<file path="config.mk">
export PLATFORM = sky130hd
export DESIGN_NAME = frameComposer
export DESIGN_NICKNAME = d
export VERILOG_FILES = /design/src/source/displayPkg.sv /design/src/source/frameComposer.sv
export SDC_FILE = /design/constraint.sdc
export NUM_CORES = 1
export LEC_CHECK = 0
export ABC_CLOCK_PERIOD_IN_PS = 1400
export BUFFER_PORTS_ARGS = -buffer_cell sky130_fd_sc_hd__buf_2
export CAP_MARGIN = 15
export CORE_MARGIN = 5
export CORE_UTILIZATION = 31
export DETAILED_ROUTE_END_ITERATION = 8
export PLACE_DENSITY = 0.59
export SYNTH_ARGS = -nofsm -noshare
export SYNTH_HDL_FRONTEND = slang
export SYNTH_SLANG_ARGS = --single-unit
export TNS_END_PERCENT = 5
</file>
<file path="constraint.sdc">
create_clock -name clk -period 1.4 [get_ports clk]
set_clock_uncertainty 0.05 [all_clocks]
set_input_delay 0.14 -clock clk [delete_from_list [all_inputs] [get_ports clk]]
set_output_delay 0.14 -clock clk [all_outputs]
set_load 0.01 [all_outputs]
</file>
<file path="src/source/displayPkg.sv">
/*
 * Screen geometry, colors and the per-pixel position bundle for the display path.
 * Imported by the scan timer, square generator, frame composer and top level.
 */
package displayPkg;

    // visible area of the raster
    localparam int screenWidth = 320;
    localparam int screenHeight = 240;

    // sync pulses sit in the blanking region, active low
    localparam int hSyncStart = 336;
    localparam int hSyncWidth = 32;
    localparam int vSyncStart = 244;
    localparam int vSyncWidth = 2;

    // two by two grid of squares, column 0 / row 0 is the far (right, lower) one
    localparam int squareOrigin = 20;
    localparam int squarePitch = 110;
    localparam int squareSize = 90;
    // highlight box is centered on the selected square
    localparam int highlightHalf = 55;
    localparam int highlightCenter = 175;

    localparam int borderWidth = 2;

    typedef struct packed {
        logic [3:0] red;
        logic [3:0] green;
        logic [3:0] blue;
    } colorT;

    localparam colorT blackColor = '{red: 4'h0, green: 4'h0, blue: 4'h0};
    localparam colorT backgroundColor = '{red: 4'h1, green: 4'h2, blue: 4'h4};
    localparam colorT borderColor = '{red: 4'hf, green: 4'hf, blue: 4'hf};
    localparam colorT squareColor = '{red: 4'h8, green: 4'h8, blue: 4'h8};
    localparam colorT markColor = '{red: 4'h2, green: 4'hc, blue: 4'h4};
    localparam colorT highlightColor = '{red: 4'hf, green: 4'hc, blue: 4'h0};

    // all fields describe the same pixel
    typedef struct packed {
        logic [8:0] x;
        logic [7:0] y;
        logic visible;
        logic frameStart;
        logic hSync;
        logic vSync;
    } scanPosT;

endpackage

</file>
<file path="src/source/frameComposer.sv">
/*
 * Turns the square generator results into a 12-bit color with the border on top,
 * and delays the syncs so they leave together with the color of their pixel.
 */
module frameComposer import displayPkg::*; (
    input logic clk,
    input logic arstN,
    input scanPosT scanPos,
    input logic [3:0] marks,
    input logic squarePixel,
    input logic [1:0] squareIndex,
    input logic highlightPixel,
    output colorT rgb,
    output logic hSync,
    output logic vSync
);

    // position lined up with the generator results
    scanPosT posD;
    logic borderPixel;
    logic markBit;
    colorT colorNext;

    always_ff @(posedge clk or negedge arstN) begin
        if (!arstN) begin
            // not visible and syncs idle until the first pixel arrives
            posD <= '{x: '0, y: '0, visible: 1'b0, frameStart: 1'b0,
                      hSync: 1'b1, vSync: 1'b1};
        end else begin
            posD <= scanPos;
        end
    end

    always_comb begin
        borderPixel = (int'(posD.x) < borderWidth) ||
                      (int'(posD.x) > screenWidth - borderWidth) ||
                      (int'(posD.y) < borderWidth) ||
                      (int'(posD.y) > screenHeight - borderWidth);
        markBit = marks[squareIndex];

        // priority from blanking down to background
        if (!posD.visible) begin
            colorNext = blackColor;
        end else if (borderPixel) begin
            colorNext = borderColor;
        end else if (squarePixel && markBit) begin
            colorNext = markColor;
        end else if (squarePixel) begin
            colorNext = squareColor;
        end else if (highlightPixel) begin
            colorNext = highlightColor;
        end else begin
            colorNext = backgroundColor;
        end
    end

    always_ff @(posedge clk or negedge arstN) begin
        if (!arstN) begin
            rgb <= blackColor;
            hSync <= 1'b1;
            vSync <= 1'b1;
        end else begin
            rgb <= colorNext;
            hSync <= posD.hSync;
            vSync <= posD.vSync;
        end
    end

endmodule

</file>
Word level (Yosys, flattened, before mapping)
Index checks and enable logic that the tools add are counted.
{"block": "totals", "ff_bits": 34, "inputBits": 31, "output_inout_bits": 14, "elab_cells": 26}
{"block": "op_classes", "order_cmp": 5, "muxes": 7, "reduce_logical": 4}
{"op": "2-to-1 mux 12 bit", "n": 5}
{"op": "> comparator 9 bit, second input constant", "n": 1}
{"op": "less-than comparator 9 x 2 -> 1 bit, second input constant", "n": 1}
{"op": "> comparator 8 bit, second input constant", "n": 1}
{"op": "less-than comparator 8 x 2 -> 1 bit, second input constant", "n": 1}
{"op": "logical OR 1 bit", "n": 3}
{"op": "less-than comparator 2 x 3 -> 1 bit, second input constant", "n": 1}
{"op": "binary-select mux 1 bit (select 2 bit)", "n": 1}
{"op": "logical AND 1 bit", "n": 1}
{"op": "2-to-1 mux 1 bit", "n": 1}

Logic depth before layout (Yosys ltp)
{"block": "logic_depth", "ltp_word": 6, "depth_mapped": 4, "ltp_nobuf": 4}

Least setup slack after synthesis
No wires, ideal clock.
{"block": "synth_timing", "kind": "reg2reg", "from": "reg posD[9] (netlist bit)", "to": "reg rgb[6] (netlist bit)", "arrival_ns": 1.330, "t_required_ns": 1.268, "setup_slack_ns": -0.062, "path_stages_with_launch": 5, "n_path_buf": 0, "cell_sequence": "dfrtp_1 -> or4_4 -> nor4_4 -> a2111oi_4 -> a31oi_2"}
{"element": "from (decl)", "line_no": "frameComposer.sv:19", "source": "scanPosT posD;"}
{"element": "from (signal assigned)", "line_no": "frameComposer.sv:27", "source": "posD <= '{x: '0, y: '0, visible: 1'b0, frameStart: 1'b0,"}
{"element": "from (signal assigned)", "line_no": "frameComposer.sv:30", "source": "posD <= scanPos;"}
{"element": "to (signal assigned)", "line_no": "frameComposer.sv:59", "source": "rgb <= blackColor;"}
{"element": "to (signal assigned)", "line_no": "frameComposer.sv:63", "source": "rgb <= colorNext;"}
{"element": "to (decl)", "line_no": "frameComposer.sv:13", "source": "output colorT rgb,"}

==> flow_summary.yaml <==
placed_design:
  portBuffers: 43
  gp_congestion: 0.7250
  place_hpwl_um: 1567
  postPlaceCellArea_sq_mm: 0.001309
sta:
  setup_ws_ns: -0.1582
  finalHoldViolations: 0
  rsz0062_at_grt: "true"
  period_share_pct: 111.3
  slew_headroom_pct: 57.20
  fin_hold_ws_ns: 0.08787
  fmax_mhz: 641.8
  report.final.slew_viol_count: 0
  timing.setup.tns_ns: -1.280
  setup_viol: 9
  period_needed_ns: 1.558
  tightest_slew_ns: 0.6420
yosys:
  yosysTopAreaCell: "dfrtp_1"
  synth.area.top_cells: "dfrtp_1 66%, dfstp_2 10%, a21oi_1 2.9%"
  syn_area_sq_mm: 0.001028
  syn-num-nets: 95
  synth.top_cells.by_count: "27 x dfrtp_1, 6 x a21oi_1, 5 x nor2_1"
  synth_cell_types: 21
  syn_avg_cell_area_sq_um: 16.07
  yosysTopAreaCellShare_pct: 65.69
  synth_edf_count: 0
  ys_async_sr_fraction_pct: 100.0
  synth_flop_cell: "dfrtp_1"
  yosysMostFrequentCell: "dfrtp_1"
  ys_seq_area_share_pct: 75.91
  ys_warn_count: 0
  ys_ff_latch: 31
  syn_inst: 64
setup_path:
  critPathRequiredTime_ns: 1.59
  crit_family: "simple AND/OR/NAND/NOR gates"
  arrival_ns: 1.74
  crit_chain: "or4_4 -> nor4_4 -> a2111oi_4 -> a21oi_1"
  rrSetupSlack_ns: -0.16
  r2r_cells: 4
  critPathKind: "register to register"
  critPathCaptureType: "register"
  worst_path_max_delay_cell: "or4_4"
  reg2reg_to: "rgb[3]"
  crit_fanout: 9
  cp_slowest_stage_delay_ns: 0.53
  cp-start-kind: "register"
  crit_buf_inv: 0
  rr_startpoint: "posD[6]"
power:
  power_frac_clock_pct: 28.2
  p_leak_uw: 0.0007515
  ir_drop_mv: 0.4595
  switching_share_pct: 23.47
  intPower_uw: 1268
  sequentialPowerShare_pct: 58.7
  pwr_density_cell_mw_per_mm2: 1042
  comb_power_share_pct: 13.1
  power_uw: 1656
  p_sw_uw: 388.7
global_route:
  grt_pass1_vias: 816
  grt_max_degree: 32
  grt_pass1_wl_um: 3436
  grt_overflow_total: 0
  grt_usage_pct: 10.75
  antenna_found_initial: 0
floorplanning:
  core_area_sq_mm: 0.003284
  die-area_sq_mm: 0.004570
  start_util_pct: 31.31
  row_count: 21
  io-pin-count: 45
  die_y_um: 67.60
  dieWidth_um: 67.60
cells_and_area:
  syn_to_final_growth_pct: 54.50
  nNetsFinal: 168
  drive_gt1_share_pct: 47.83
  fin_util_pct: 48.38
  fin_area_sq_mm: 0.001589
  n_fill_cell: 296
  diodes: 0
detailed_routing:
  first_pass_iters: 4
  post_drt_wl_per_cell_um: 11.82
  num_vias: 742
  ant_nets: 0
  routed_wl_um: 2175
  first_iter_violations: 9
  drc: 0
  viasPerCell: 4.033
clock_tree:
  cts_tree: "built"
  cts_buffers: 5
  cts_root_buf: "clkbuf_4"
  clkSinkCount: 31
  clk_pin_slew_ns: 0.09
  clkLatencyLatePin_ns: 0.32
  cts_setup_buffers: 0
  cts.path.max_buffers: 2
  htree_levels: 2
outcome:
  status: "complete, but fails checks"
  violations: "setup timing"
hold_path:
  min_to: "rgb[7]"
  worstHoldPathCells: 3
  hp-start: "highlightPixel"
  hold_class: "primary input to register"
flow_run:
  cap_violations: 0
[tightest hold or removal path, stage by stage]
cell	delay (ns)
buf_2	0.10
nor2_1	0.04
a21oi_1	0.13
[repair_timing]
item,CTS,global route
endpoints found under the setup margin,9,9
gates resized for setup,1,1
endpoints found under the hold margin,48,0
hold buffers,22,0
pin swaps,1,4
[sequential cells by signal, indices dropped and copies added (netlist names)]
signal	flops
hSync	1
posD	20
rgb	9
vSync	1
[area by class of cell]
type	instances	area, sq um	share of cell area (%)
tap	46	57.56	3.622
clock inverter	1	5.005	0.3150
sequential	31	780.7	49.13
clock buffer	7	45.04	2.835
multi-input combinational	29	231.5	14.57
timing repair buffer	69	465.4	29.29
inverter	1	3.754	0.2362
[logic make-up (layout without fill, tap and decap cells)]
group                  after synthesis  count (layout)  synth area share (%)
flip-flops                          31              31                 75.91
multiplexers                         1               1                 2.190
buffers and inverters                4              78                 2.554
AO/OA/AOI/OAI                       11              11                 9.125
AND/OR/NAND/NOR                     17              17                 10.22
[power by group through the flow]
stage | logic, uW | clock network, uW | registers [uW]
floorplan | 59.1 | 0 | 1000
global placement | 170 | 0 | 988
detailed placement | 172 | 0 | 989
CTS | 220 | 490 | 972
global route | 242 | 525 | 978
finish | 217 | 467 | 972
[layer usage]
| metal | track usage (%) | vias to the layer above | part of all wire [%] |
|---|---|---|---|
| met5 | 0 | - | 0 |
| met4 | 7.342 | 0 | 3.4 |
| met3 | 4.493 | 7 | 7.2 |
| met2 | 18.83 | 31 | 51 |
| met1 | 10.04 | 333 | 38 |
| li1 | - | 371 | - |
[how the worst max path moves through the flow]
stage	start	endpoint	slack [ns]	cells past startpoint
after floorplan	posD[9]	rgb[6]	-0.06	4
after global placement	posD[5]	rgb[6]	-0.16	4
after detailed placement	posD[5]	rgb[2]	-0.19	4
after CTS	posD[9]	rgb[6]	-0.19	4
after global routing	posD[19]	rgb[2]	-0.26	4
final	posD[6]	rgb[3]	-0.16	4
[stage by stage]
| stage | setup WS (ns) | instances |
|---|---|---|
| 6_report | -0.1582 | 184 |
| 5_1_grt | -0.2566 | 184 |
| 4_1_cts | -0.1891 | 184 |
| 3_5_place_dp | -0.1919 | 154 |
| 3_3_place_gp | -0.1566 | 154 |
| 2_1_floorplan | -0.06234 | 64 |
[cells in the final DEF, fill, tap and decap left out]
| cell | n |
|---|---|
| nor4_4 | 1 |
| or2_2 | 1 |
| nor2_1 | 4 |
| nor2_2 | 1 |
| a41oi_2 | 1 |
| o21ai_2 | 1 |
| a31oi_2 | 1 |
| a31oi_1 | 1 |
| nor4_1 | 1 |
| clkinv_1 | 1 |
| and3_1 | 1 |
| nand2b_1 | 2 |
| clkbuf_1 | 2 |
| dfrtp_1 | 27 |
| a21oi_1 | 6 |
| nand4_1 | 1 |
| clkinv_2 | 1 |
| buf_4 | 4 |
| clkbuf_4 | 5 |
| mux4_2 | 1 |
| a2111oi_4 | 1 |
| dfstp_2 | 4 |
| buf_2 | 43 |
| nand3_1 | 1 |
| or4_4 | 1 |
| nand2_1 | 3 |
| dlygate4sd3_1 | 22 |
No activity file was read; power rests on OpenSTA's default activity.
