[src/source/controlPkg.sv]
/*
 * Command opcodes and the selection state of the square grid.
 * Shared by the selection controller, the square generator and the top level.
 */
package controlPkg;

    // one-cycle command strobe, cmdNone means idle
    typedef enum logic [2:0] {
        cmdNone = 3'd0,
        cmdUp = 3'd1,
        cmdDown = 3'd2,
        cmdLeft = 3'd3,
        cmdRight = 3'd4,
        cmdMark = 3'd5
    } commandT;

    // marks indexed by row * 2 + col
    typedef struct packed {
        logic row;
        logic col;
        logic [3:0] marks;
    } selectionT;

endpackage

[src/source/selectionControl.sv]
/*
 * Applies command strobes to a pending selection and hands it to the display
 * as the shown selection at frame start, so a frame never changes midway.
 */
module selectionControl import controlPkg::*; (
    input logic clk,
    input logic arstN,
    input commandT cmd,
    input logic frameStart,
    output selectionT shownSel
);

    selectionT pendingSel;
    selectionT pendingNext;
    logic [1:0] curIndex;

    // square index of the current pending selection
    assign curIndex = {pendingSel.row, pendingSel.col};

    always_comb begin
        pendingNext = pendingSel;
        case (cmd)
            // row 1 is the upper square
            cmdUp: begin
                pendingNext.row = 1'b1;
            end
            cmdDown: begin
                pendingNext.row = 1'b0;
            end
            // col 1 is the left square
            cmdLeft: begin
                pendingNext.col = 1'b1;
            end
            cmdRight: begin
                pendingNext.col = 1'b0;
            end
            cmdMark: begin
                pendingNext.marks[curIndex] = !pendingSel.marks[curIndex];
            end
            cmdNone: begin
                pendingNext = pendingSel;
            end
            default: begin
                // unused opcodes are ignored
                pendingNext = pendingSel;
            end
        endcase
    end

    always_ff @(posedge clk or negedge arstN) begin
        if (!arstN) begin
            pendingSel <= '0;
            shownSel <= '0;
        end else begin
            pendingSel <= pendingNext;
            // a command in the frame start cycle waits for the next frame
            if (frameStart) begin
                shownSel <= pendingSel;
            end
        end
    end

endmodule

[config.mk]
export PLATFORM = sky130hd
export DESIGN_NAME = selectionControl
export DESIGN_NICKNAME = d
export VERILOG_FILES = /design/src/source/controlPkg.sv /design/src/source/selectionControl.sv
export SDC_FILE = /design/constraint.sdc
export NUM_CORES = 1
export LEC_CHECK = 0
export BUFFER_PORTS_ARGS = -buffer_cell sky130_fd_sc_hd__buf_2
export CAP_MARGIN = 10
export CORE_AREA = 8 8 45 47
export CTS_CLUSTER_SIZE = 28
export DETAILED_ROUTE_END_ITERATION = 10
export DIE_AREA = 0 0 53 55
export PLACE_DENSITY = 0.62
export SLEW_MARGIN = 20
export SYNTH_ARGS = -nofsm -noshare
export SYNTH_HDL_FRONTEND = slang
export SYNTH_SLANG_ARGS = --single-unit
[constraint.sdc]
create_clock -name clk -period 1.55 [get_ports clk]
set_clock_uncertainty 0.2 [all_clocks]
set_input_delay 0.0775 -clock clk [delete_from_list [all_inputs] [get_ports clk]]
set_output_delay 0.0775 -clock clk [all_outputs]
set_load 0.01 [all_outputs]
[After elaboration in Yosys (flattened, before gate mapping)]
Cells that the tools add are included.
Storage, ports and cells
  input port bits: 6
  logic and storage cells: 24
  flip-flop bits (word level): 12
Cells by class
  reduce and logical (&&, ||, !) cells: 4
  equal/unequal tests: 5
  $lt $le $gt $ge: 2
  mux-type cells: 7
Operator list (number)
  equality test 3 x 2 -> 1 bit, second input constant: 2
  equality test 3 bit, second input constant: 2
  bitwise mux 4 bit: 1
  case mux 1 bit (2 select lines): 2
  nonzero test 2 bit: 2
  equality test 3 x 1 -> 1 bit, second input constant: 1
  less-than comparator 2 x 3 -> 1 bit, second input constant: 1
  binary-select mux 1 bit (select 2 bit): 1
  demux 1 bit (select 2 bit): 1
  >= comparator 2 x 1 -> 1 bit, second input constant: 1
  2-to-1 mux 1 bit: 2
  logical AND 1 bit: 1
  zero test 1 bit: 1

[Longest topological paths before layout]
Gate-level depths: netlist of run 1.
  word-level depth: 5
  depth in mapped cells: 3
  depth with buffers taken out: 3

[Least setup slack after synthesis of run 1]
Ideal clock, no wire load.
  kind: register -> register
  start: register pendingSel, in the netlist curIndex[0]
  end: register pendingSel[0] (netlist bit)
  cell stages (with the launch flop): 4
  path slack: 365 ps
  clock period less this slack: 1185 ps
  buffers on the path: 0
  required time: 1227 ps
  data arrival time: 863 ps
  path through: dfrtp_1 nor3b_1 nand3b_1 xnor2_1
On the way
  cells in the longest elaborated chain, start to end: 5
  elaborated cells between the ends (all ways): 9
  classes of those cells: 2 x order compare; 5 x mux; 2 x reduce/logical
RTL lines
  from (decl): line selectionControl.sv:13  | selectionT pendingSel;
  from (signal assigned): line selectionControl.sv:55  | pendingSel <= pendingNext;
  less-than comparator 2 x 3 -> 1 bit (not written as such) or >= comparator 2 x 1 -> 1 bit (tied branches): line selectionControl.sv:38  | pendingNext.marks[curIndex] = !pendingSel.marks[curIndex];
  logical AND 1 bit (not written as such): line selectionControl.sv:38
  2-to-1 mux 1 bit (not written as such): line selectionControl.sv:38
  demux 1 bit (select 2 bit): line selectionControl.sv:38
  bitwise mux 4 bit (*): line selectionControl.sv:38
Every way passes the cells marked *; elsewhere a longest branch is shown, timed or not. The select of a mux whose other input is x is not followed.
A chain may end at the register's enable or synchronous reset.

[Final worst setup path of run 1]
  start: input cmd[1]
  end: register pendingSel[2] (netlist bit)
On the way
  cells in the longest elaborated chain, start to end: 1
RTL lines
  from (decl): line selectionControl.sv:8  | input commandT cmd,
  equality test 3 bit: line selectionControl.sv:22  | case (cmd)
Every way passes these cells.

==> metrics.txt, run 1 <==
run status completed; GRT overflow 0; Unique masters post-synth 14; Synth area leaders dfrtp_1, mux2_2, o21ai_0; CTS tree yes; Most used DFF post-synth dfrtp_1; cell area after synthesis 492 sq um; max_cap viols 0; Layout area overhead 31.8%; fin nets 64; drt first pass iters 3; startpoint types input port; global-route met1 utilization 8.59%; Worst-Margin Slew 264 ps; Slew HR 82.4%; share of layout cells above drive strength 1 38.6%; CP endpoint kind flop; TritonCTS Buffers 3; Tot GR Track Use 7.62%; Fin Setup TNS 0 ps; ANT cells 0; number of setup buffers added after CTS 0; starting density of the core 35.5%; synth warn 0; worst setup margin 236 ps; CP Class in2reg; Post-synth EDFFs 0; Setup-failing EPs final 0; pin count of the biggest net entering global routing 13; PD cells 1510 nW/um^2; Vias 334; CP max FO 6; maximum vdd drop 0.000496 V; DIE WIDTH 53 microns; most frequent cell after synthesis dfrtp_1; global-route wire length before repair 1610 microns; DR DRC count 0; root buf cell clkbuf_4; Design Area, Final 648 sq um; Layout Cells excl Fill 73; initial antenna violation count 0; syn_area_per_cell 12.9 sq um; placed cells 64; Hold WC Path Type in2async; count of hold buffers inserted by post-cts repair 5; unrepaired setup endpoints after global routing false; die outline height 55 microns; FF+latch count, synth 12; RePlAce Congestion 0.666; max-slew violations 0; grt met3 use 3.21%; Tmin final 1310 ps; die area 2920 sq um; top cells by count, synth dfrtp_1, mux2_2, o21ai_0; I/O Buffers 11; Yosys top cell area share 61.1%; syn nets 44; synthesized instance count 38; GRT busiest layer met2; Row Count 14; placed cell areas 562 sq um; CTS H-tree depth 1; vias in the first global route 375; routed len/inst 11.5 microns; area of the core 1380 sq um; CP arrival 1270 ps; final worst-path cycle share 84.7%; sequential element share of the synthesized area 61.1%; worst-skew pair later-pin latency 260 ps; area leader, netlist dfrtp_1; top-level I/O count 12; CTS sink cnt 12; FF/Latch Area 300 sq um; met2 usage 10.9%; Final Hold Viols 0; asr flop ratio synth 100%; Worst Path Required 1500 ps; vias per cell 4.58; Pwr Total 0.979 mW; P_leak 0.290 nW; clock buffer depth 2; dpl ws 285 ps; Iteration-0 DRC Markers 3; post-CTS sizing 0; Clock Pin Slew Worst Setup and Hold Paths 70 ps; Antenna Nets Post-Route 0; Fill cells 136; Peak Freq 761 MHz; WL final 842 microns; area of the multi-input gates 183 sq um
## metrics by stage
stage	util [%]	hold slack, ps
global route	46.8	41.5
detailed placement	40.6	-236
CTS	46.8	3.95
finish	46.8	12.2
floorplan	-	-418
global placement	40.6	-233
## cells by family (layout without fill, tap and decap cells)
group | after synthesis | in the layout | synth area share (%)
buffers and inverters | 2 | 21 | 1.78
xor gates and xnor gates | 4 | 4 | 7.13
AOI/OAI and AO/OA | 5 | 5 | 5.09
DFF | 12 | 12 | 61.1
muxes | 6 | 6 | 13.7
and+or+nand+nor | 9 | 9 | 11.2
## layout make-up
cell class | count | area share (%)
flip-flops and latches | 12 | 46.3
repair buffers | 16 | 16.2
multi-input cells | 24 | 28.2
inverters | 1 | 0.579
well taps | 16 | 3.09
clock buffers | 4 | 5.60
## per-layer routing
| layer | vias up | share of wire, % |
|---|---|---|
| li1 | 168 | - |
| met1 | 155 | 45 |
| met2 | 11 | 43 |
| met3 | 0 | 12 |
| met4 | 0 | 0 |
| met5 | - | 0 |
## flip-flops by register name (all words and copies together) (netlist names)
name,flops
curIndex,2
pendingSel,4
shownSel,6
## report_power, final
part / switching (mW) / internal [mW]
Sequential: 0.0706 / 0.433
Clock: 0.0973 / 0.143
Combinational: 0.100 / 0.136
## placed cells by master (no fill, tap or decap), types with 2 or more instances in the layout
cell and count:
buf_2 11, clkbuf_4 3, dfrtp_1 12, dlygate4sd3_1 5
mux2_2 6, nand2_1 2, nand3b_1 2, nor2_1 2
o21ai_0 4, xnor2_1 2, xor2_1 2
## critical path: stages
cell	delay (ps)
dlygate4sd3_1	530
buf_2	150
nor3b_1	240
nand3_1	130
xnor2_1	140
## path summary, 6_finish.rpt
path / from / end / slack, ps / depth (start not counted)
min in group clk: pendingSel[3] / pendingSel[3] / 270 / 1
max in group asynchronous: arstN / pendingSel[2] / 930 / 2
max: cmd[1] / pendingSel[2] / 240 / 5
min: arstN / curIndex[1] / 10 / 2
max reg2reg: curIndex[0] / pendingSel[2] / 280 / 3
min reg2reg: pendingSel[3] / pendingSel[3] / 270 / 1
(Power assumes the default switching activity.)
==> run 2: changes to the inputs <==
--- a/config.mk
+++ b/config.mk
@@ -11,7 +11,7 @@
 export CTS_CLUSTER_SIZE = 28
 export DETAILED_ROUTE_END_ITERATION = 10
 export DIE_AREA = 0 0 53 55
-export PLACE_DENSITY = 0.62
+export PLACE_DENSITY = 0.64
 export SLEW_MARGIN = 20
 export SYNTH_ARGS = -nofsm -noshare
 export SYNTH_HDL_FRONTEND = slang
==> constraint.sdc (replaced) <==
create_clock -name clk -period 1.2 [get_ports clk]
set_clock_uncertainty 0.2 [all_clocks]
set_input_delay 0.06 -clock clk [delete_from_list [all_inputs] [get_ports clk]]
set_output_delay 0.06 -clock clk [all_outputs]
set_load 0.01 [all_outputs]
==> run 2 against run 1 <==
Compared with the run above:
- the flow now finishes with violations (negative hold slack)
- sequential cell count stayed put
- setup slack worse by 200 ps
- hold slack worse by 46 ps
- wire length is 17% higher
- critical path depth is 2 lower
- critical endpoint is now pendingSel[0]
- via count is 14% higher
- register-to-register slack worse by 240 ps
- core utilization is 1.7 points higher
- largest power group unchanged
- global-route usage is 0.11 points higher
- largest cell class unchanged
==> metrics.txt, run 2 (synthesis gave the netlist of run 1 again) <==
run status finished with violations; failing checks negative hold slack; CP max-delay cell dfrtp_1; Peak Freq 860 MHz; top-level I/O count 12; CP max FO 3; WL final 983 microns; Setup-failing EPs final 0; initial antenna violation count 0; Met1 Wirelength 395 microns; CP arrival 1110 ps; area of the core 1380 sq um; drt first pass iters 4; crit path cell chain nor3b_2 -> nand3b_1 -> xnor2_1; Clock Pin Slew Worst Setup and Hold Paths 70 ps; CP top delay family flip-flops; CTS H-tree depth 1; max FFs per register 6; DIE WIDTH 53 microns; Pwr Total 1.21 mW; Min Hold Slack -34.1 ps; CP endpoint kind flop; unrepaired setup endpoints after global routing true; Hold WC Path Type in2reg; RePlAce Congestion 0.721; Worst-Margin Slew 213 ps; share of layout cells above drive strength 1 39.0%; max_cap viols 0; commonest non-fill, non-tap cell in the layout dfrtp_1; final worst-path cycle share 96.9%; Worst Setup SP curIndex[0]; Layout area overhead 36.6%; maximum vdd drop 0.000817 V; Buf/Inv on CP 0; die outline height 55 microns; Routed met2 length 501 microns; clock buffer depth 2; fin nets 67; TritonCTS Buffers 3; Iteration-0 DRC Markers 3; CTS tree yes; routed wl met3 75 microns; Tot GR Track Use 7.73%; Worst Path Required 1150 ps; RR Startpoint curIndex[0]; vias per cell 5.07; ANT cells 0; die area 2920 sq um; root buf cell clkbuf_4; Vias 380; Final Hold Viols 3; max layer used met4; PD cells 1790 nW/um^2; Fill cells 130; DP Wirelength 680 microns; Antenna Nets Post-Route 0; worst-skew pair later-pin latency 260 ps; GRT overflow 0; Design Area, Final 672 sq um; pin count of the biggest net entering global routing 13; largest register by flop count shownSel; most frequent cells in the layout dfrtp_1, buf_2, dlygate4sd3_1; Slew HR 85.8%; startpoint types flop; CTS sink cnt 12; Hold Path Origin cmd[1]; P_leak 0.298 nW; routed len/inst 13.1 microns; placed cell areas 569 sq um; crit-path max cell delay 410 ps; Row Count 14; global-route wire length before repair 1670 microns; I/O Buffers 11; starting density of the core 35.5%; vias in the first global route 377; CP Class reg2reg; Tmin final 1160 ps; DR DRC count 0; max-slew violations 0
## run 2: changes by cell type in the layout (fill, tap and decap cells not counted)
cell           delta
clkbuf_8          -1
buf_2             -2
dlygate4sd3_1     +2
buf_4             +1
nor3b_1           -1
clkbuf_4          +2
nor3b_2           +1
## run 2: final cells by class
class / instances / area (sq um) / area share (%)
clock buffers: 3 / 22.5 / 3.35
inverters: 1 / 3.75 / 0.559
multi-input cells: 24 / 188 / 27.9
flip-flops and latches: 12 / 300 / 44.7
well taps: 16 / 20.0 / 2.98
repair buffers: 19 / 138 / 20.5
## run 2: timing repair
item | CTS | global route
resized for setup | 1 | 2
hold buffers | 6 | 1
pin swaps | 0 | 2
setup buffers | 0 | 0
endpoints found under the setup margin | 2 | 15
endpoints found under the hold margin | 23 | 1
## run 2: stage by stage
stage	hold WS [ps]	setup slack, ps	instances	setup TNS [ps]	utilization [%]
3_5_place_dp	-247	-30.2	65	-54.2	41.1
5_1_grt	-2.97	-30.7	75	-45.6	48.6
6_report	-34.1	37.7	75	0	48.6
3_3_place_gp	-252	-16.3	65	-16.3	41.1
4_1_cts	-93.4	14.9	74	0	47.5
2_1_floorplan	-436	14.9	38	0	-
## run 2: worst register-to-register path, delay by kind of cell (launching register included)
| family | cells | cell delay, ps |
|---|---|---|
| xor+xnor | 1 | 140 |
| flops | 1 | 410 |
| simple gates | 2 | 310 |
## run 2: worst paths after layout
kind,to,slack [ps],depth (start not counted)
max reg2reg,pendingSel[0],40,3
min,curIndex[1],-30,4
min reg2reg,pendingSel[1],260,1
min in group asynchronous,pendingSel[1],530,3
max,pendingSel[0],40,3
max in group asynchronous,shownSel[4],110,3
## run 2: report_power, final
group | leakage (nW) | switching, mW | internal [mW] | total [mW]
logic | 0.146 | 0.137 | 0.187 | 0.325
registers | 0.138 | 0.0908 | 0.559 | 0.650
clock network | 0.0138 | 0.115 | 0.116 | 0.231
total | 0.298 | 0.343 | 0.862 | 1.21
## run 2: metal layers
| layer | up-vias | GRT usage [%] |
|---|---|---|
| met5 | - | 0 |
| met4 | 0 | 3.88 |
| met3 | 2 | 3.48 |
| met2 | 11 | 12.1 |
| met1 | 194 | 8.76 |
| li1 | 173 | - |
==> run 3: changes to the inputs <==
--- a/config.mk
+++ b/config.mk
@@ -8,10 +8,12 @@
 export BUFFER_PORTS_ARGS = -buffer_cell sky130_fd_sc_hd__buf_2
 export CAP_MARGIN = 10
 export CORE_AREA = 8 8 45 47
+export CTS_CLUSTER_DIAMETER = 200
 export CTS_CLUSTER_SIZE = 28
 export DETAILED_ROUTE_END_ITERATION = 10
 export DIE_AREA = 0 0 53 55
 export PLACE_DENSITY = 0.64
+export RECOVER_POWER = 100
 export SLEW_MARGIN = 20
 export SYNTH_ARGS = -nofsm -noshare
 export SYNTH_HDL_FRONTEND = slang
==> run 3 against run 2 <==
Compared with the run above:
- the run still ends with negative hold slack left
- largest cell class unchanged
- global-route usage did not move
- final area fell by 1.5%
- power fell by 1.6%
- critical endpoint is now shownSel[2]
- via count fell by 0.26%
- sequential cell count did not move
- sequential share of layout area rose by 0.68 points
- combinational power fell by 6.8%
- core utilization fell by 0.72 points
- clock power barely moved
==> metrics.txt, run 3 (synthesis gave the netlist of run 1 again) <==
Slew HR 85.8%; clock buffer depth 2; largest register by flop count shownSel; CP arrival 1120 ps; worst-skew pair later-pin latency 260 ps; starting density of the core 35.5%; Worst-Margin Slew 213 ps; max_cap viols 0; RePlAce Congestion 0.721; CP endpoint kind flop; DP Wirelength 680 microns; Final Hold Viols 3; Pwr Total 1.19 mW; most frequent cells in the layout dfrtp_1, dlygate4sd3_1, mux2_2, clkbuf_1; CTS sink cnt 12; DIE WIDTH 53 microns; commonest non-fill, non-tap cell in the layout dfrtp_1; failing checks negative hold slack; Vias 379; Layout area overhead 34.6%; Setup-failing EPs final 0; Antenna Nets Post-Route 0; CTS H-tree depth 1; WL final 987 microns; drt first pass iters 4; GRT overflow 0; Hold WC Path Type in2reg; area of the multi-input gates 188 sq um; CTS tree yes; Iteration-0 DRC Markers 3; PD cells 1790 nW/um^2; FF/Latch Area 300 sq um; startpoint types input port; Hold Path Depth 4; area of the core 1380 sq um; die outline height 55 microns; final worst-path cycle share 97.8%; global-route wire length before repair 1670 microns; share of layout cells above drive strength 1 28.8%; Min Hold Slack -34.1 ps; CP max FO 6; run status finished with violations; Fin Setup TNS 0 ps; routed len/inst 13.2 microns; fin nets 67; Clock Pin Slew Worst Setup and Hold Paths 70 ps; ANT cells 0; Fill cells 131; max FFs per register 6; Row Count 14; DR DRC count 0; CP Class in2reg; vias per cell 5.05; Peak Freq 852 MHz; die area 2920 sq um; top-level I/O count 12; pin count of the biggest net entering global routing 13; I/O Buffers 11; root buf cell clkbuf_4; max-slew violations 0; Worst Path Required 1150 ps; Tmin final 1170 ps; Tot GR Track Use 7.73%; maximum vdd drop 0.000818 V; unrepaired setup endpoints after global routing true; initial antenna violation count 0; vias in the first global route 377; P_leak 0.282 nW; TritonCTS Buffers 3; worst reg2reg path depth 3
## run 3: cell count changes in the layout (fill, tap and decap cells not counted), sizes merged
cell	change
clkbuf	+6
buf	-6
## run 3: timing repair
item	in CTS	in global routing
setup buffers	0	0
hold buffers	6	1
setup endpoints to repair	2	15
hold endpoints to repair	23	1
pin swaps	0	2
resized for setup	1	2
## run 3: per-layer routing
| layer | GRT usage, % | share of wire [%] | vias to the layer above |
|---|---|---|---|
| met2 | 12.1 | 51 | 11 |
| met4 | 3.88 | 1.0 | 0 |
| met5 | 0 | 0 | - |
| met3 | 3.48 | 7.6 | 2 |
| li1 | - | - | 173 |
| met1 | 8.76 | 40 | 193 |
## run 3: critical path, cell delays in order
cell and delay, ps:
dlygate4sd3_1 520, buf_2 190, mux2_2 350
## run 3: layout make-up
cell class | instances | area share (%)
multi-input cells | 24 | 28.4
well taps | 16 | 3.02
repair buffers | 19 | 19.3
clock buffers | 3 | 3.40
inverters | 1 | 0.567
flip-flops and latches | 12 | 45.4
## run 3: path summary, 6_finish.rpt
check / start / endpoint / slack [ps]
worst min register to register: pendingSel[1] / pendingSel[1] / 260
worst max-delay path: frameStart / shownSel[2] / 30
max in group asynchronous: arstN / shownSel[4] / 110
worst min-delay path: cmd[1] / curIndex[1] / -30
worst max register to register: curIndex[0] / pendingSel[0] / 40
min in group asynchronous: arstN / pendingSel[1] / 530
## run 3: where the power goes
part / switching (mW) / internal, mW / total, mW / leakage [nW]
combinational: 0.138 / 0.165 / 0.303 / 0.130
clock: 0.115 / 0.116 / 0.231 / 0.0138
sequential: 0.0931 / 0.559 / 0.652 / 0.138
total: 0.347 / 0.840 / 1.19 / 0.282
## run 3: through the flow
stage	hold WS, ps	area, sq um	cells	setup WS (ps)	util, %
after global routing	-2.97	662	75	-30.7	47.8
after detailed placement	-247	569	65	-30.2	41.1
after CTS	-93.4	657	74	14.9	47.5
final	-34.1	662	75	26.5	47.8
after global placement	-252	569	65	-16.3	41.1
after floorplan	-436	492	38	14.9	-
