File: config.mk
export PLATFORM = sky130hd
export DESIGN_NAME = scanTimer
export DESIGN_NICKNAME = d
export VERILOG_FILES = /design/src/source/displayPkg.sv /design/src/source/scanTimer.sv
export SDC_FILE = /design/constraint.sdc
export NUM_CORES = 1
export LEC_CHECK = 0
export ABC_AREA = 1
export BUFFER_PORTS_ARGS = -buffer_cell sky130_fd_sc_hd__clkbuf_2
export CORE_MARGIN = 4
export CORE_UTILIZATION = 30
export CTS_CLUSTER_DIAMETER = 40
export DETAILED_ROUTE_END_ITERATION = 10
export HOLD_SLACK_MARGIN = 0.08
export PLACE_DENSITY = 0.56
export SLEW_MARGIN = 20
export SYNTH_ARGS = -nofsm -noshare
export SYNTH_HDL_FRONTEND = slang
export SYNTH_SLANG_ARGS = --single-unit
File: constraint.sdc
create_clock -name clk -period 2.2 [get_ports clk]
set_input_delay 0.33 -clock clk [delete_from_list [all_inputs] [get_ports clk]]
set_output_delay 0.33 -clock clk [all_outputs]
set_load 0.02 [all_outputs]
File: src/source/displayPkg.sv
/*
 * Screen geometry, colors and the per-pixel position bundle for the display path.
 * Imported by the scan timer, square generator, frame composer and top level.
 */
package displayPkg;

    // visible area of the raster
    localparam int screenWidth = 320;
    localparam int screenHeight = 240;

    // sync pulses sit in the blanking region, active low
    localparam int hSyncStart = 336;
    localparam int hSyncWidth = 32;
    localparam int vSyncStart = 244;
    localparam int vSyncWidth = 2;

    // two by two grid of squares, column 0 / row 0 is the far (right, lower) one
    localparam int squareOrigin = 20;
    localparam int squarePitch = 110;
    localparam int squareSize = 90;
    // highlight box is centered on the selected square
    localparam int highlightHalf = 55;
    localparam int highlightCenter = 175;

    localparam int borderWidth = 2;

    typedef struct packed {
        logic [3:0] red;
        logic [3:0] green;
        logic [3:0] blue;
    } colorT;

    localparam colorT blackColor = '{red: 4'h0, green: 4'h0, blue: 4'h0};
    localparam colorT backgroundColor = '{red: 4'h1, green: 4'h2, blue: 4'h4};
    localparam colorT borderColor = '{red: 4'hf, green: 4'hf, blue: 4'hf};
    localparam colorT squareColor = '{red: 4'h8, green: 4'h8, blue: 4'h8};
    localparam colorT markColor = '{red: 4'h2, green: 4'hc, blue: 4'h4};
    localparam colorT highlightColor = '{red: 4'hf, green: 4'hc, blue: 4'h0};

    // all fields describe the same pixel
    typedef struct packed {
        logic [8:0] x;
        logic [7:0] y;
        logic visible;
        logic frameStart;
        logic hSync;
        logic vSync;
    } scanPosT;

endpackage

File: src/source/scanTimer.sv
/*
 * Raster counters walking one pixel per clock, with frame start and active-low syncs.
 * All fields of scanPos are registered together so they name the same pixel.
 */
module scanTimer import displayPkg::*; #(
    parameter int hTotal = 400,
    parameter int vTotal = 262
) (
    input logic clk,
    input logic arstN,
    output scanPosT scanPos
);

    localparam int hBits = $clog2(hTotal);
    localparam int vBits = $clog2(vTotal);

    logic [hBits-1:0] hCount;
    logic [hBits-1:0] hNext;
    // vertical counter may be wider than the 8-bit y field
    logic [vBits-1:0] vCount;
    logic [vBits-1:0] vNext;
    scanPosT posNext;

    always_comb begin
        hNext = hCount + 1'b1;
        vNext = vCount;
        // wrap at end of line, then at end of frame
        if (hCount == hBits'(hTotal - 1)) begin
            hNext = '0;
            if (vCount == vBits'(vTotal - 1)) begin
                vNext = '0;
            end else begin
                vNext = vCount + 1'b1;
            end
        end

        posNext.x = 9'(hNext);
        posNext.y = 8'(vNext);
        posNext.visible = (int'(hNext) < screenWidth) && (int'(vNext) < screenHeight);
        posNext.frameStart = (hNext == '0) && (vNext == '0);
        // syncs low inside their window
        posNext.hSync = !((int'(hNext) >= hSyncStart) &&
                          (int'(hNext) < hSyncStart + hSyncWidth));
        posNext.vSync = !((int'(vNext) >= vSyncStart) &&
                          (int'(vNext) < vSyncStart + vSyncWidth));
    end

    always_ff @(posedge clk or negedge arstN) begin
        if (!arstN) begin
            hCount <= '0;
            vCount <= '0;
            // pixel (0,0) is held during reset
            scanPos <= '{x: '0, y: '0, visible: 1'b1, frameStart: 1'b1,
                         hSync: 1'b1, vSync: 1'b1};
        end else begin
            hCount <= hNext;
            vCount <= vNext;
            scanPos <= posNext;
        end
    end

endmodule

; Yosys cells after proc, flatten, opt, wreduce, memory -nomap -nowiden
; Cells that the tools add are included.
[classes]
reduce_logical = 8
muxes = 3
eq_ne = 2
n_addsub = 2
magnitude_cmp = 6
[op_table]
columns = cell, n
row1 = $mux W9, 3
row2 = $add A9 B1 Y9 const B, 2
row3 = $eq A9 B9 Y1 const B, 2
row4 = $logic_not A9 Y1, 2
row5 = $lt A9 B8 Y1 const B, 2
row6 = $lt A9 B9 Y1 const B, 2
row7 = $ge A9 B8 Y1 const B, 1
row8 = $ge A9 B9 Y1 const B, 1
row9 = $logic_and A1 B1 Y1, 4
row10 = $logic_not A1 Y1, 2
[totals]
word_cells = 28
out_inout_bits = 21
ff_bits = 30
in_bits = 2

; Depth between registers and ports, before layout
; Gate-level depths: netlist (run 1).
[logic_depth]
ltp_word = 6
ltp_mapped = 13

; Least setup slack after synthesis (run 1)
; No wires, ideal clock.
[synth_path]
kind = reg-to-reg
startpoint = register hCount[0]
endpoint = register scanPos[0] in the netlist's numbering
path_slack_ns = 0.463
t_required_ns = 2.117
stages_incl_launch_ff = 12
n_path_buf = 1
setup_ns = 0.083
arrival_time_ns = 1.654
cell_sequence = dfrtp_1 ha_1 nand2_2 nor2_4 nand2_2 nor2_4 buf_6 nand2_1 nand2_1 nand2_2 nor3_2 nand3_2
[synth_rtl]
columns = item, line_no
row1 = from (decl), scanTimer.sv:17  ; logic [hBits-1:0] hCount;
row2 = from (signal assigned), scanTimer.sv:56  ; hCount <= hNext;
row3 = to (signal assigned), scanTimer.sv:53  ; scanPos <= '{x: '0, y: '0, visible: 1'b1, frameStart: 1'b1,
row4 = to (signal assigned), scanTimer.sv:58  ; scanPos <= posNext;
row5 = to (decl), scanTimer.sv:11  ; output scanPosT scanPos

==> results.sh, run 1 <==
export IMPL_cts_buffers=3
export IMPL_synth_edf_count=0
export IMPL_cpLargestDelayFamily="simple AND/OR/NAND/NOR gates"
export IMPL_place_congestion=0.813
export IMPL_reg2reg_slack_ps=280
export IMPL_setup_slack_ps=283
export IMPL_cts_root_buf="clkbuf_8"
export IMPL_hpwl_um=2340
export IMPL_synthesis_nets=204
export IMPL_synth_cells=198
export IMPL_hold_path_class="reg -> reg"
export IMPL_final_area_um2=1570
export IMPL_worstMarginPinSlew_ps=572
export IMPL_path_buf_inv=0
export IMPL_fmax_mhz=522
export IMPL_final_setup_skew_ps=3.47
export IMPL_drv_cap=0
export IMPL_yosysUniqueCellTypes=24
export IMPL_drc_errors=0
export IMPL_cp_common_cell="nand2_2"
export IMPL_nets=223
export IMPL_hold_viol=0
export IMPL_power_density_nw_per_um2=423
export IMPL_ys_flop_type="dfrtp_1"
export IMPL_synth_top_area_share_pct=31.8
export IMPL_yosys_area_top_type="dfrtp_1"
export IMPL_synth_most_common_cell="nand2_1"
export IMPL_grt_setup_unrepaired="no"
export IMPL_slew_headroom_pct=61.9
export IMPL_clk_pin_slew_worst_paths_ps=80
export IMPL_via_per_inst=4.45
export IMPL_vdd_ir_drop_max_v=0.000263
export IMPL_arrival_ps=2110
export IMPL_ctsResizeCount=0
export IMPL_grt_pass1_vias=1144
export IMPL_path_cells="ha_1 -> nand2_2 -> nor2_4 -> nand2_2 -> nor2_4 -> nand2_1 -> nand2_1 -> nand2_2 -> nor3_2 -> nand3_2"
export IMPL_setup_tns_ps=0
export IMPL_cts_tree="yes"
export IMPL_path_class="reg -> reg"
export IMPL_cts_max_path_buffers=2
export IMPL_avgSynthCellArea_um2=7.15
export IMPL_p_leak_nw=0.904
export IMPL_drive_gt1_share_pct=21.4
export IMPL_io_buffers=22
export IMPL_yosysWarnings=0
export IMPL_cts_setup_buffers=0
export IMPL_top_layer_used="met4"
export IMPL_die_w_um=76.7
export IMPL_ys_ff_latch=22
export IMPL_yosysSeqAreaShare_pct=39.2
export IMPL_met2_length_um=1350
export IMPL_route_met3_wl_um=119
export IMPL_antenna_found_initial=0
export IMPL_fin_crit_ps=1920
export IMPL_grtUsageTotal_pct=11.0
export IMPL_fillers=484
export IMPL_synthTopCellsByArea="dfrtp_1 32%, nand2_1 14%, inv_1 10%"
export IMPL_status="finished clean"
export IMPL_post_place_ws_ps=277
export IMPL_cp_slowest_stage_delay_ps=440
export IMPL_grt_overflow=0
export IMPL_drt_met1_wl_um=1520
export IMPL_startpoint_type="register"
export IMPL_fin_crit_sh_pct=87.2
export IMPL_die_area_um2=5880
export IMPL_coreArea_um2=4470
export IMPL_first_pass_iters=4
export IMPL_setup_viol=0
export IMPL_cp_required_ps=2390
export IMPL_endpoint_kind="register"
export IMPL_clock_latency_ps=260
export IMPL_grt_start_max_net_pins=23
export IMPL_io_pins=23
export IMPL_placed_area_um2=1520
export IMPL_initial_core_util_pct=31.7
export IMPL_drv_slew=0
export IMPL_antennaDiodeCount=0
export IMPL_die_h_um=76.7
export IMPL_syn_area_um2=1420
export IMPL_first_iter_violations=109
export IMPL_path_max_fanout=11
export IMPL_htree_levels=1
export IMPL_wl_um=3010
export IMPL_ys_async_sr_fraction_pct=100
export IMPL_rows=24
export IMPL_vias=1187
export IMPL_grt_pass1_wl_um=5300
export IMPL_wl_per_cell_um=11.3
export IMPL_syn2layout_area_growth_pct=11.0
export IMPL_synth_commonest_cells="53 x nand2_1, 38 x inv_1, 25 x nor2_1, 18 x dfrtp_1, 16 x nand3_1"
export IMPL_slowest_stage="dfrtp_1"
export IMPL_cts_sinks=22
export IMPL_ant_nets=0
-- power by group --
group / total, mW / switching, mW / internal, mW
clock network: 0.251 / 0.129 / 0.122
registers: 0.404 / 0 / 0.404
logic: 0.00985 / 0.00809 / 0.00176
-- sequential cells by signal, indices dropped and copies added, names as in the netlist --
name     flops
vCount       9
hCount       9
scanPos      4
-- final timing paths --
kind,from,cells after the start,end
max in group asynchronous,arstN,2,scanPos[3]$_DFF_PN1_
worst max register to register,hCount[0]$_DFF_PN0_,10,scanPos[0]$_DFF_PN1_
min in group asynchronous,arstN,2,vCount[1]$_DFF_PN0_
worst min register to register,hCount[0]$_DFF_PN0_,1,hCount[0]$_DFF_PN0_
worst max-delay path,hCount[0]$_DFF_PN0_,10,scanPos[0]$_DFF_PN1_
worst min-delay path,hCount[0]$_DFF_PN0_,1,hCount[0]$_DFF_PN0_
-- final cells by class --
cell class                 instances  area [um^2]  area share [%]
clock buffer                       3         41.3            2.63
timing repair buffer              23          120            7.64
multi-input combinational        128          643            40.9
sequential                        22          556            35.4
tap                               52         65.1            4.14
inverter                          39          146            9.32
-- layout by cell type (no fill, tap or decap), drive strengths merged --
| master | Yosys | final |
|---|---|---|
| nand2 | 57 | 57 |
| inv | 39 | 39 |
| o2111ai | 1 | 1 |
| o21ai | 7 | 7 |
| nor3 | 2 | 2 |
| dfrtp | 18 | 18 |
| nor2 | 34 | 34 |
| clkbuf | 0 | 25 |
| xnor2 | 1 | 1 |
| xor2 | 1 | 1 |
| ha | 4 | 4 |
| a21oi | 1 | 1 |
| nand4 | 2 | 2 |
| dfstp | 4 | 4 |
| nand3 | 18 | 18 |
| dlygate4sd3 | 0 | 1 |
-- routing by layer --
| metal | track usage (%) | vias up |
|---|---|---|
| li1 | - | 625 |
| met1 | 14.8 | 541 |
| met2 | 17.9 | 17 |
| met3 | 2.58 | 4 |
| met4 | 2.54 | 0 |
| met5 | 0 | - |
-- repair_timing --
action / 4_1_cts / 5_1_grt
endpoints found under the setup margin: 0 / 0
hold buffers: 1 / 0
endpoints found under the hold margin: 18 / 0
-- through the flow --
step,std cells,power [mW],hold slack [ps],util [%]
5_1_grt,267,0.699,595,35.1
3_5_place_dp,263,0.421,354,34.0
2_1_floorplan,198,0.412,34.4,-
3_3_place_gp,263,0.421,354,34.0
4_1_cts,267,0.684,550,35.1
6_report,267,0.665,551,35.1
-- logic make-up after synthesis --
kind of cell | count (synthesis) | share of synthesized area, %
AO/OA/AOI/OAI | 9 | 3.44
adder cells (fa/ha/maj) | 4 | 3.53
flip-flops | 22 | 39.2
AND/OR/NAND/NOR | 113 | 37.2
buffers and inverters | 48 | 15.4
XOR/XNOR | 2 | 1.24
Note: power is estimated with default switching activity, not from simulation.
==> run 2: changes to the inputs <==
- PLACE_DENSITY: 0.56 -> not set
- PLACE_DENSITY_LB_ADDON: not set -> 0.3
==> run 2 against run 1 <==
Effect of this change: final cell count increased by 0.37%; count of clock-buffer cells in the layout up 1; non-clock buffer count stayed put; via count rose by 0.76%; register-to-register slack is essentially flat; combinational power down 0.4%; critical path depth unchanged; utilization up 0.31 points; total power is 7.3% higher; cell area rose by 0.88%; die area unchanged; largest power group unchanged; highest routed layer unchanged.
==> results.sh, run 2 (synthesis results as in run 1) <==
export IMPL_path_cells="ha_1 -> nand2_2 -> nor2_4 -> nand2_2 -> nor2_4 -> nand3_1 -> xor2_1 -> nand3_1 -> inv_1 -> nand3_2"
export IMPL_cts_max_path_buffers=2
export IMPL_grt_overflow=0
export IMPL_drive_gt1_share_pct=21.8
export IMPL_grt_start_max_net_pins=23
export IMPL_drv_cap=0
export IMPL_nets=223
export IMPL_path_buf_inv=1
export IMPL_cts_root_buf="clkbuf_8"
export IMPL_coreArea_um2=4470
export IMPL_endpoint_kind="register"
export IMPL_drv_slew=0
export IMPL_via_per_inst=4.46
export IMPL_grtUsageMet2_pct=18.9
export IMPL_antenna_found_initial=0
export IMPL_path_max_fanout=11
export IMPL_fin_crit_ps=1920
export IMPL_io_pins=23
export IMPL_first_iter_violations=74
export IMPL_power_density_nw_per_um2=450
export IMPL_cp_required_ps=2390
export IMPL_fillers=490
export IMPL_p_leak_nw=0.912
export IMPL_hpwl_um=2380
export IMPL_rows=24
export IMPL_startpoint_type="register"
export IMPL_cts_sinks=22
export IMPL_setup_viol=0
export IMPL_cts_setup_buffers=0
export IMPL_drc_errors=0
export IMPL_die_area_um2=5880
export IMPL_busiest_layer="met2"
export IMPL_clk_pin_slew_worst_paths_ps=80
export IMPL_initial_core_util_pct=31.7
export IMPL_post_place_ws_ps=278
export IMPL_met1_usage_pct=15.2
export IMPL_path_class="reg -> reg"
export IMPL_clock_latency_ps=270
export IMPL_cpLargestDelayFamily="simple AND/OR/NAND/NOR gates"
export IMPL_final_setup_skew_ps=3.56
export IMPL_grt_pass1_wl_um=5440
export IMPL_final_cell_mix="53 x nand2_1, 38 x inv_1, 25 x nor2_1"
export IMPL_setup_slack_ps=283
export IMPL_grt_setup_unrepaired="no"
export IMPL_vias=1196
export IMPL_cts_buffers=3
export IMPL_syn2layout_area_growth_pct=11.9
export IMPL_die_w_um=76.7
export IMPL_reg_top3="hCount (9), vCount (9), scanPos (4)"
export IMPL_die_h_um=76.7
export IMPL_slowest_stage="dfrtp_1"
export IMPL_final_common_cell="nand2_1"
export IMPL_grtUsageTotal_pct=11.5
export IMPL_ant_nets=0
export IMPL_status="finished clean"
export IMPL_grt_pass1_vias=1175
export IMPL_setup_tns_ps=0
export IMPL_hold_viol=0
export IMPL_io_buffers=22
export IMPL_slew_headroom_pct=62.1
export IMPL_wl_per_cell_um=11.4
export IMPL_cp_slowest_stage_delay_ps=430
export IMPL_cts_tree="yes"
export IMPL_grt_util_met3_pct=2.93
export IMPL_hold_path_class="reg -> reg"
export IMPL_fmax_mhz=522
export IMPL_place_congestion=0.808
export IMPL_utilization_pct=35.4
export IMPL_antennaDiodeCount=0
export IMPL_ctsResizeCount=0
export IMPL_vdd_ir_drop_max_v=0.000308
export IMPL_wl_um=3070
export IMPL_arrival_ps=2110
export IMPL_hold_buffers=1
export IMPL_htree_levels=1
export IMPL_multi_input_area_um2=643
export IMPL_regArea_um2=556
export IMPL_worstMarginPinSlew_ps=569
export IMPL_first_pass_iters=4
export IMPL_fin_crit_sh_pct=87.1
[run 2: cell count changes in the layout (fill, tap and decap cells not counted), sizes merged]
cell,delta
clkbuf,+1
[run 2: through the flow]
stage	cell area (um^2)	hold slack [ps]	total power [mW]	std cells
detailed placement	1520	355	0.421	263
global route	1590	584	0.747	268
global placement	1520	355	0.421	263
floorplan	1420	34.4	0.412	198
CTS	1590	549	0.729	268
finish	1590	548	0.714	268
[run 2: where the power goes]
part	total, mW	leakage (nW)	internal (mW)	switching (mW)
combinational	0.00981	0.604	0.00176	0.00806
sequential	0.404	0.279	0.404	0
clock	0.299	0.0288	0.160	0.140
[run 2: cell type report]
type	count	share of cell area, %
inverter	39	9.23
multi-input combinational	128	40.6
tap	52	4.10
timing repair buffer	23	7.58
sequential	22	35.0
clock buffer	4	3.47
[run 2: layer usage]
metal,vias to the layer above,share of wire (%),wire [um]
li1,625,-,-
met1,542,47,1440
met2,27,48,1470
met3,2,4.3,132
met4,0,0.46,14
met5,-,0,0
[run 2: worst paths after layout]
path | depth (start not counted) | startpoint | to | slack (ps)
worst min-delay path | 1 | hCount[0]$_DFF_PN0_ | hCount[0]$_DFF_PN0_ | 550
min in group asynchronous | 2 | arstN | vCount[2]$_DFF_PN0_ | 580
worst max register to register | 10 | hCount[0]$_DFF_PN0_ | scanPos[0]$_DFF_PN1_ | 280
worst min register to register | 1 | hCount[0]$_DFF_PN0_ | hCount[0]$_DFF_PN0_ | 550
max in group asynchronous | 2 | arstN | scanPos[1]$_DFF_PN1_ | 1240
worst max-delay path | 10 | hCount[0]$_DFF_PN0_ | scanPos[0]$_DFF_PN1_ | 280
==> run 3: changes to the inputs <==
- REMOVE_ABC_BUFFERS: not set -> 1
==> run 3 against run 2 <==
Effect of this change: die area did not move; clock power down 14%; worst hold slack worse by 13 ps; non-clock buffer count unchanged; first-iteration DRC count is 5.4% lower; cell area fell by 0.63%; sequential power is essentially flat; register-to-register slack better by 20 ps; combinational power down 3.2%; sequential share of layout area increased by 0.22 points; critical path depth unchanged; via count down 1.7%; largest cell class unchanged.
==> results.sh, run 3 (synthesis results as in run 1) <==
export IMPL_status="finished clean"
export IMPL_drv_slew=0
export IMPL_via_per_inst=4.39
export IMPL_cts_sinks=22
export IMPL_endpoint_kind="register"
export IMPL_cp_required_ps=2390
export IMPL_startpoint_type="register"
export IMPL_whs_path_depth=1
export IMPL_htree_levels=1
export IMPL_worstHoldEndpoint="hCount[0]$_DFF_PN0_"
export IMPL_drc_errors=0
export IMPL_clock_latency_ps=260
export IMPL_setup_tns_ps=0
export IMPL_cts_tree="yes"
export IMPL_p_leak_nw=0.906
export IMPL_arrival_ps=2080
export IMPL_syn2layout_area_growth_pct=11.2
export IMPL_fmax_mhz=528
export IMPL_hp_start="hCount[0]$_DFF_PN0_"
export IMPL_reg_top3="hCount (9), vCount (9), scanPos (4)"
export IMPL_power_density_nw_per_um2=425
export IMPL_slowest_stage="dfrtp_1"
export IMPL_ant_nets=0
export IMPL_final_area_um2=1580
export IMPL_hold_path_class="reg -> reg"
export IMPL_reg2reg_depth=10
export IMPL_slew_headroom_pct=63.6
export IMPL_final_common_cell="nand2_1"
export IMPL_grtUsageTotal_pct=11.0
export IMPL_setup_viol=0
export IMPL_placed_area_um2=1520
export IMPL_reg2reg_from="hCount[0]$_DFF_PN0_"
export IMPL_rows=24
export IMPL_initial_core_util_pct=31.7
export IMPL_hpwl_um=2350
export IMPL_cpLargestDelayFamily="simple AND/OR/NAND/NOR gates"
export IMPL_antenna_found_initial=0
export IMPL_cts_max_path_buffers=2
export IMPL_reg2reg_slack_ps=300
export IMPL_fin_crit_ps=1900
export IMPL_first_pass_iters=4
export IMPL_grt_setup_unrepaired="no"
export IMPL_antennaDiodeCount=0
export IMPL_die_area_um2=5880
export IMPL_worstMarginPinSlew_ps=545
export IMPL_cts_buffers=3
export IMPL_die_h_um=76.7
export IMPL_whs_ps=535
export IMPL_grt_pass1_wl_um=5360
export IMPL_hold_viol=0
export IMPL_final_cell_mix="53 x nand2_1, 38 x inv_1, 25 x nor2_1"
export IMPL_vdd_ir_drop_max_v=0.000359
export IMPL_drv_cap=0
export IMPL_place_congestion=0.826
export IMPL_path_buf_inv=1
export IMPL_setup_slack_ps=305
export IMPL_path_class="reg -> reg"
export IMPL_place_inst=263
export IMPL_drive_gt1_share_pct=21.3
export IMPL_path_cells="ha_1 -> nand2_2 -> nor2_4 -> nand2_2 -> nor2_4 -> nand3_1 -> xor2_1 -> nand3_1 -> inv_1 -> nand3_2"
export IMPL_fin_cells=268
export IMPL_final_setup_skew_ps=5.24
export IMPL_p_total_uw=670
export IMPL_die_w_um=76.7
export IMPL_fin_crit_sh_pct=86.2
export IMPL_grt_overflow=0
export IMPL_vias=1176
export IMPL_cts_root_buf="clkbuf_8"
export IMPL_r2r_end="scanPos[0]$_DFF_PN1_"
export IMPL_coreArea_um2=4470
export IMPL_post_place_ws_ps=313
export IMPL_nets=223
export IMPL_io_buffers=22
export IMPL_utilization_pct=35.2
export IMPL_first_iter_violations=70
export IMPL_path_max_fanout=11
export IMPL_io_pins=23
export IMPL_cp_slowest_stage_delay_ps=420
export IMPL_grt_start_max_net_pins=23
export IMPL_wl_um=2970
export IMPL_grt_pass1_vias=1167
export IMPL_clk_pin_slew_worst_paths_ps=70
export IMPL_wl_per_cell_um=11.1
==> run 3: cell count changes in the layout (fill, tap and decap cells not counted) <==
cell | before | now
clkbuf_1 | 0 | 1
clkbuf_8 | 4 | 3
==> run 3: layout make-up <==
cell class | instances | area [um^2]
fill | 464 | 2900
timing repair buffer | 23 | 120
clock buffer | 4 | 45.0
sequential | 22 | 556
tap | 52 | 65.1
multi-input combinational | 128 | 643
inverter | 39 | 146
==> run 3: timing repair <==
action	4_1_cts	5_1_grt
buffers inserted	0	0
resized for setup	0	0
hold buffers	1	0
endpoints found under the hold margin	18	0
==> run 3: worst max-delay path by stage <==
| stage | cells past startpoint | startpoint | end |
|---|---|---|---|
| after floorplan | 10 | hCount[0]$_DFF_PN0_ | scanPos[0]$_DFF_PN1_ |
| after global placement | 10 | hCount[0]$_DFF_PN0_ | scanPos[0]$_DFF_PN1_ |
| after detailed placement | 10 | hCount[0]$_DFF_PN0_ | scanPos[0]$_DFF_PN1_ |
| after CTS | 10 | hCount[0]$_DFF_PN0_ | scanPos[0]$_DFF_PN1_ |
| after global routing | 10 | hCount[0]$_DFF_PN0_ | scanPos[0]$_DFF_PN1_ |
| final | 10 | hCount[0]$_DFF_PN0_ | scanPos[0]$_DFF_PN1_ |
==> run 3: metal layers <==
layer	track usage, %	vias to the layer above	share of wire, %
met5	0	-	0
met4	2.72	0	1.2
met3	3.04	2	4.3
met2	17.9	22	46
met1	14.4	526	49
li1	-	626	-
==> run 3: power breakdown <==
part           total, mW  switching (mW)  leakage (nW)  internal [mW]
Sequential         0.404               0         0.279          0.404
Combinational    0.00950         0.00774         0.604        0.00176
Clock              0.256           0.127        0.0228          0.129
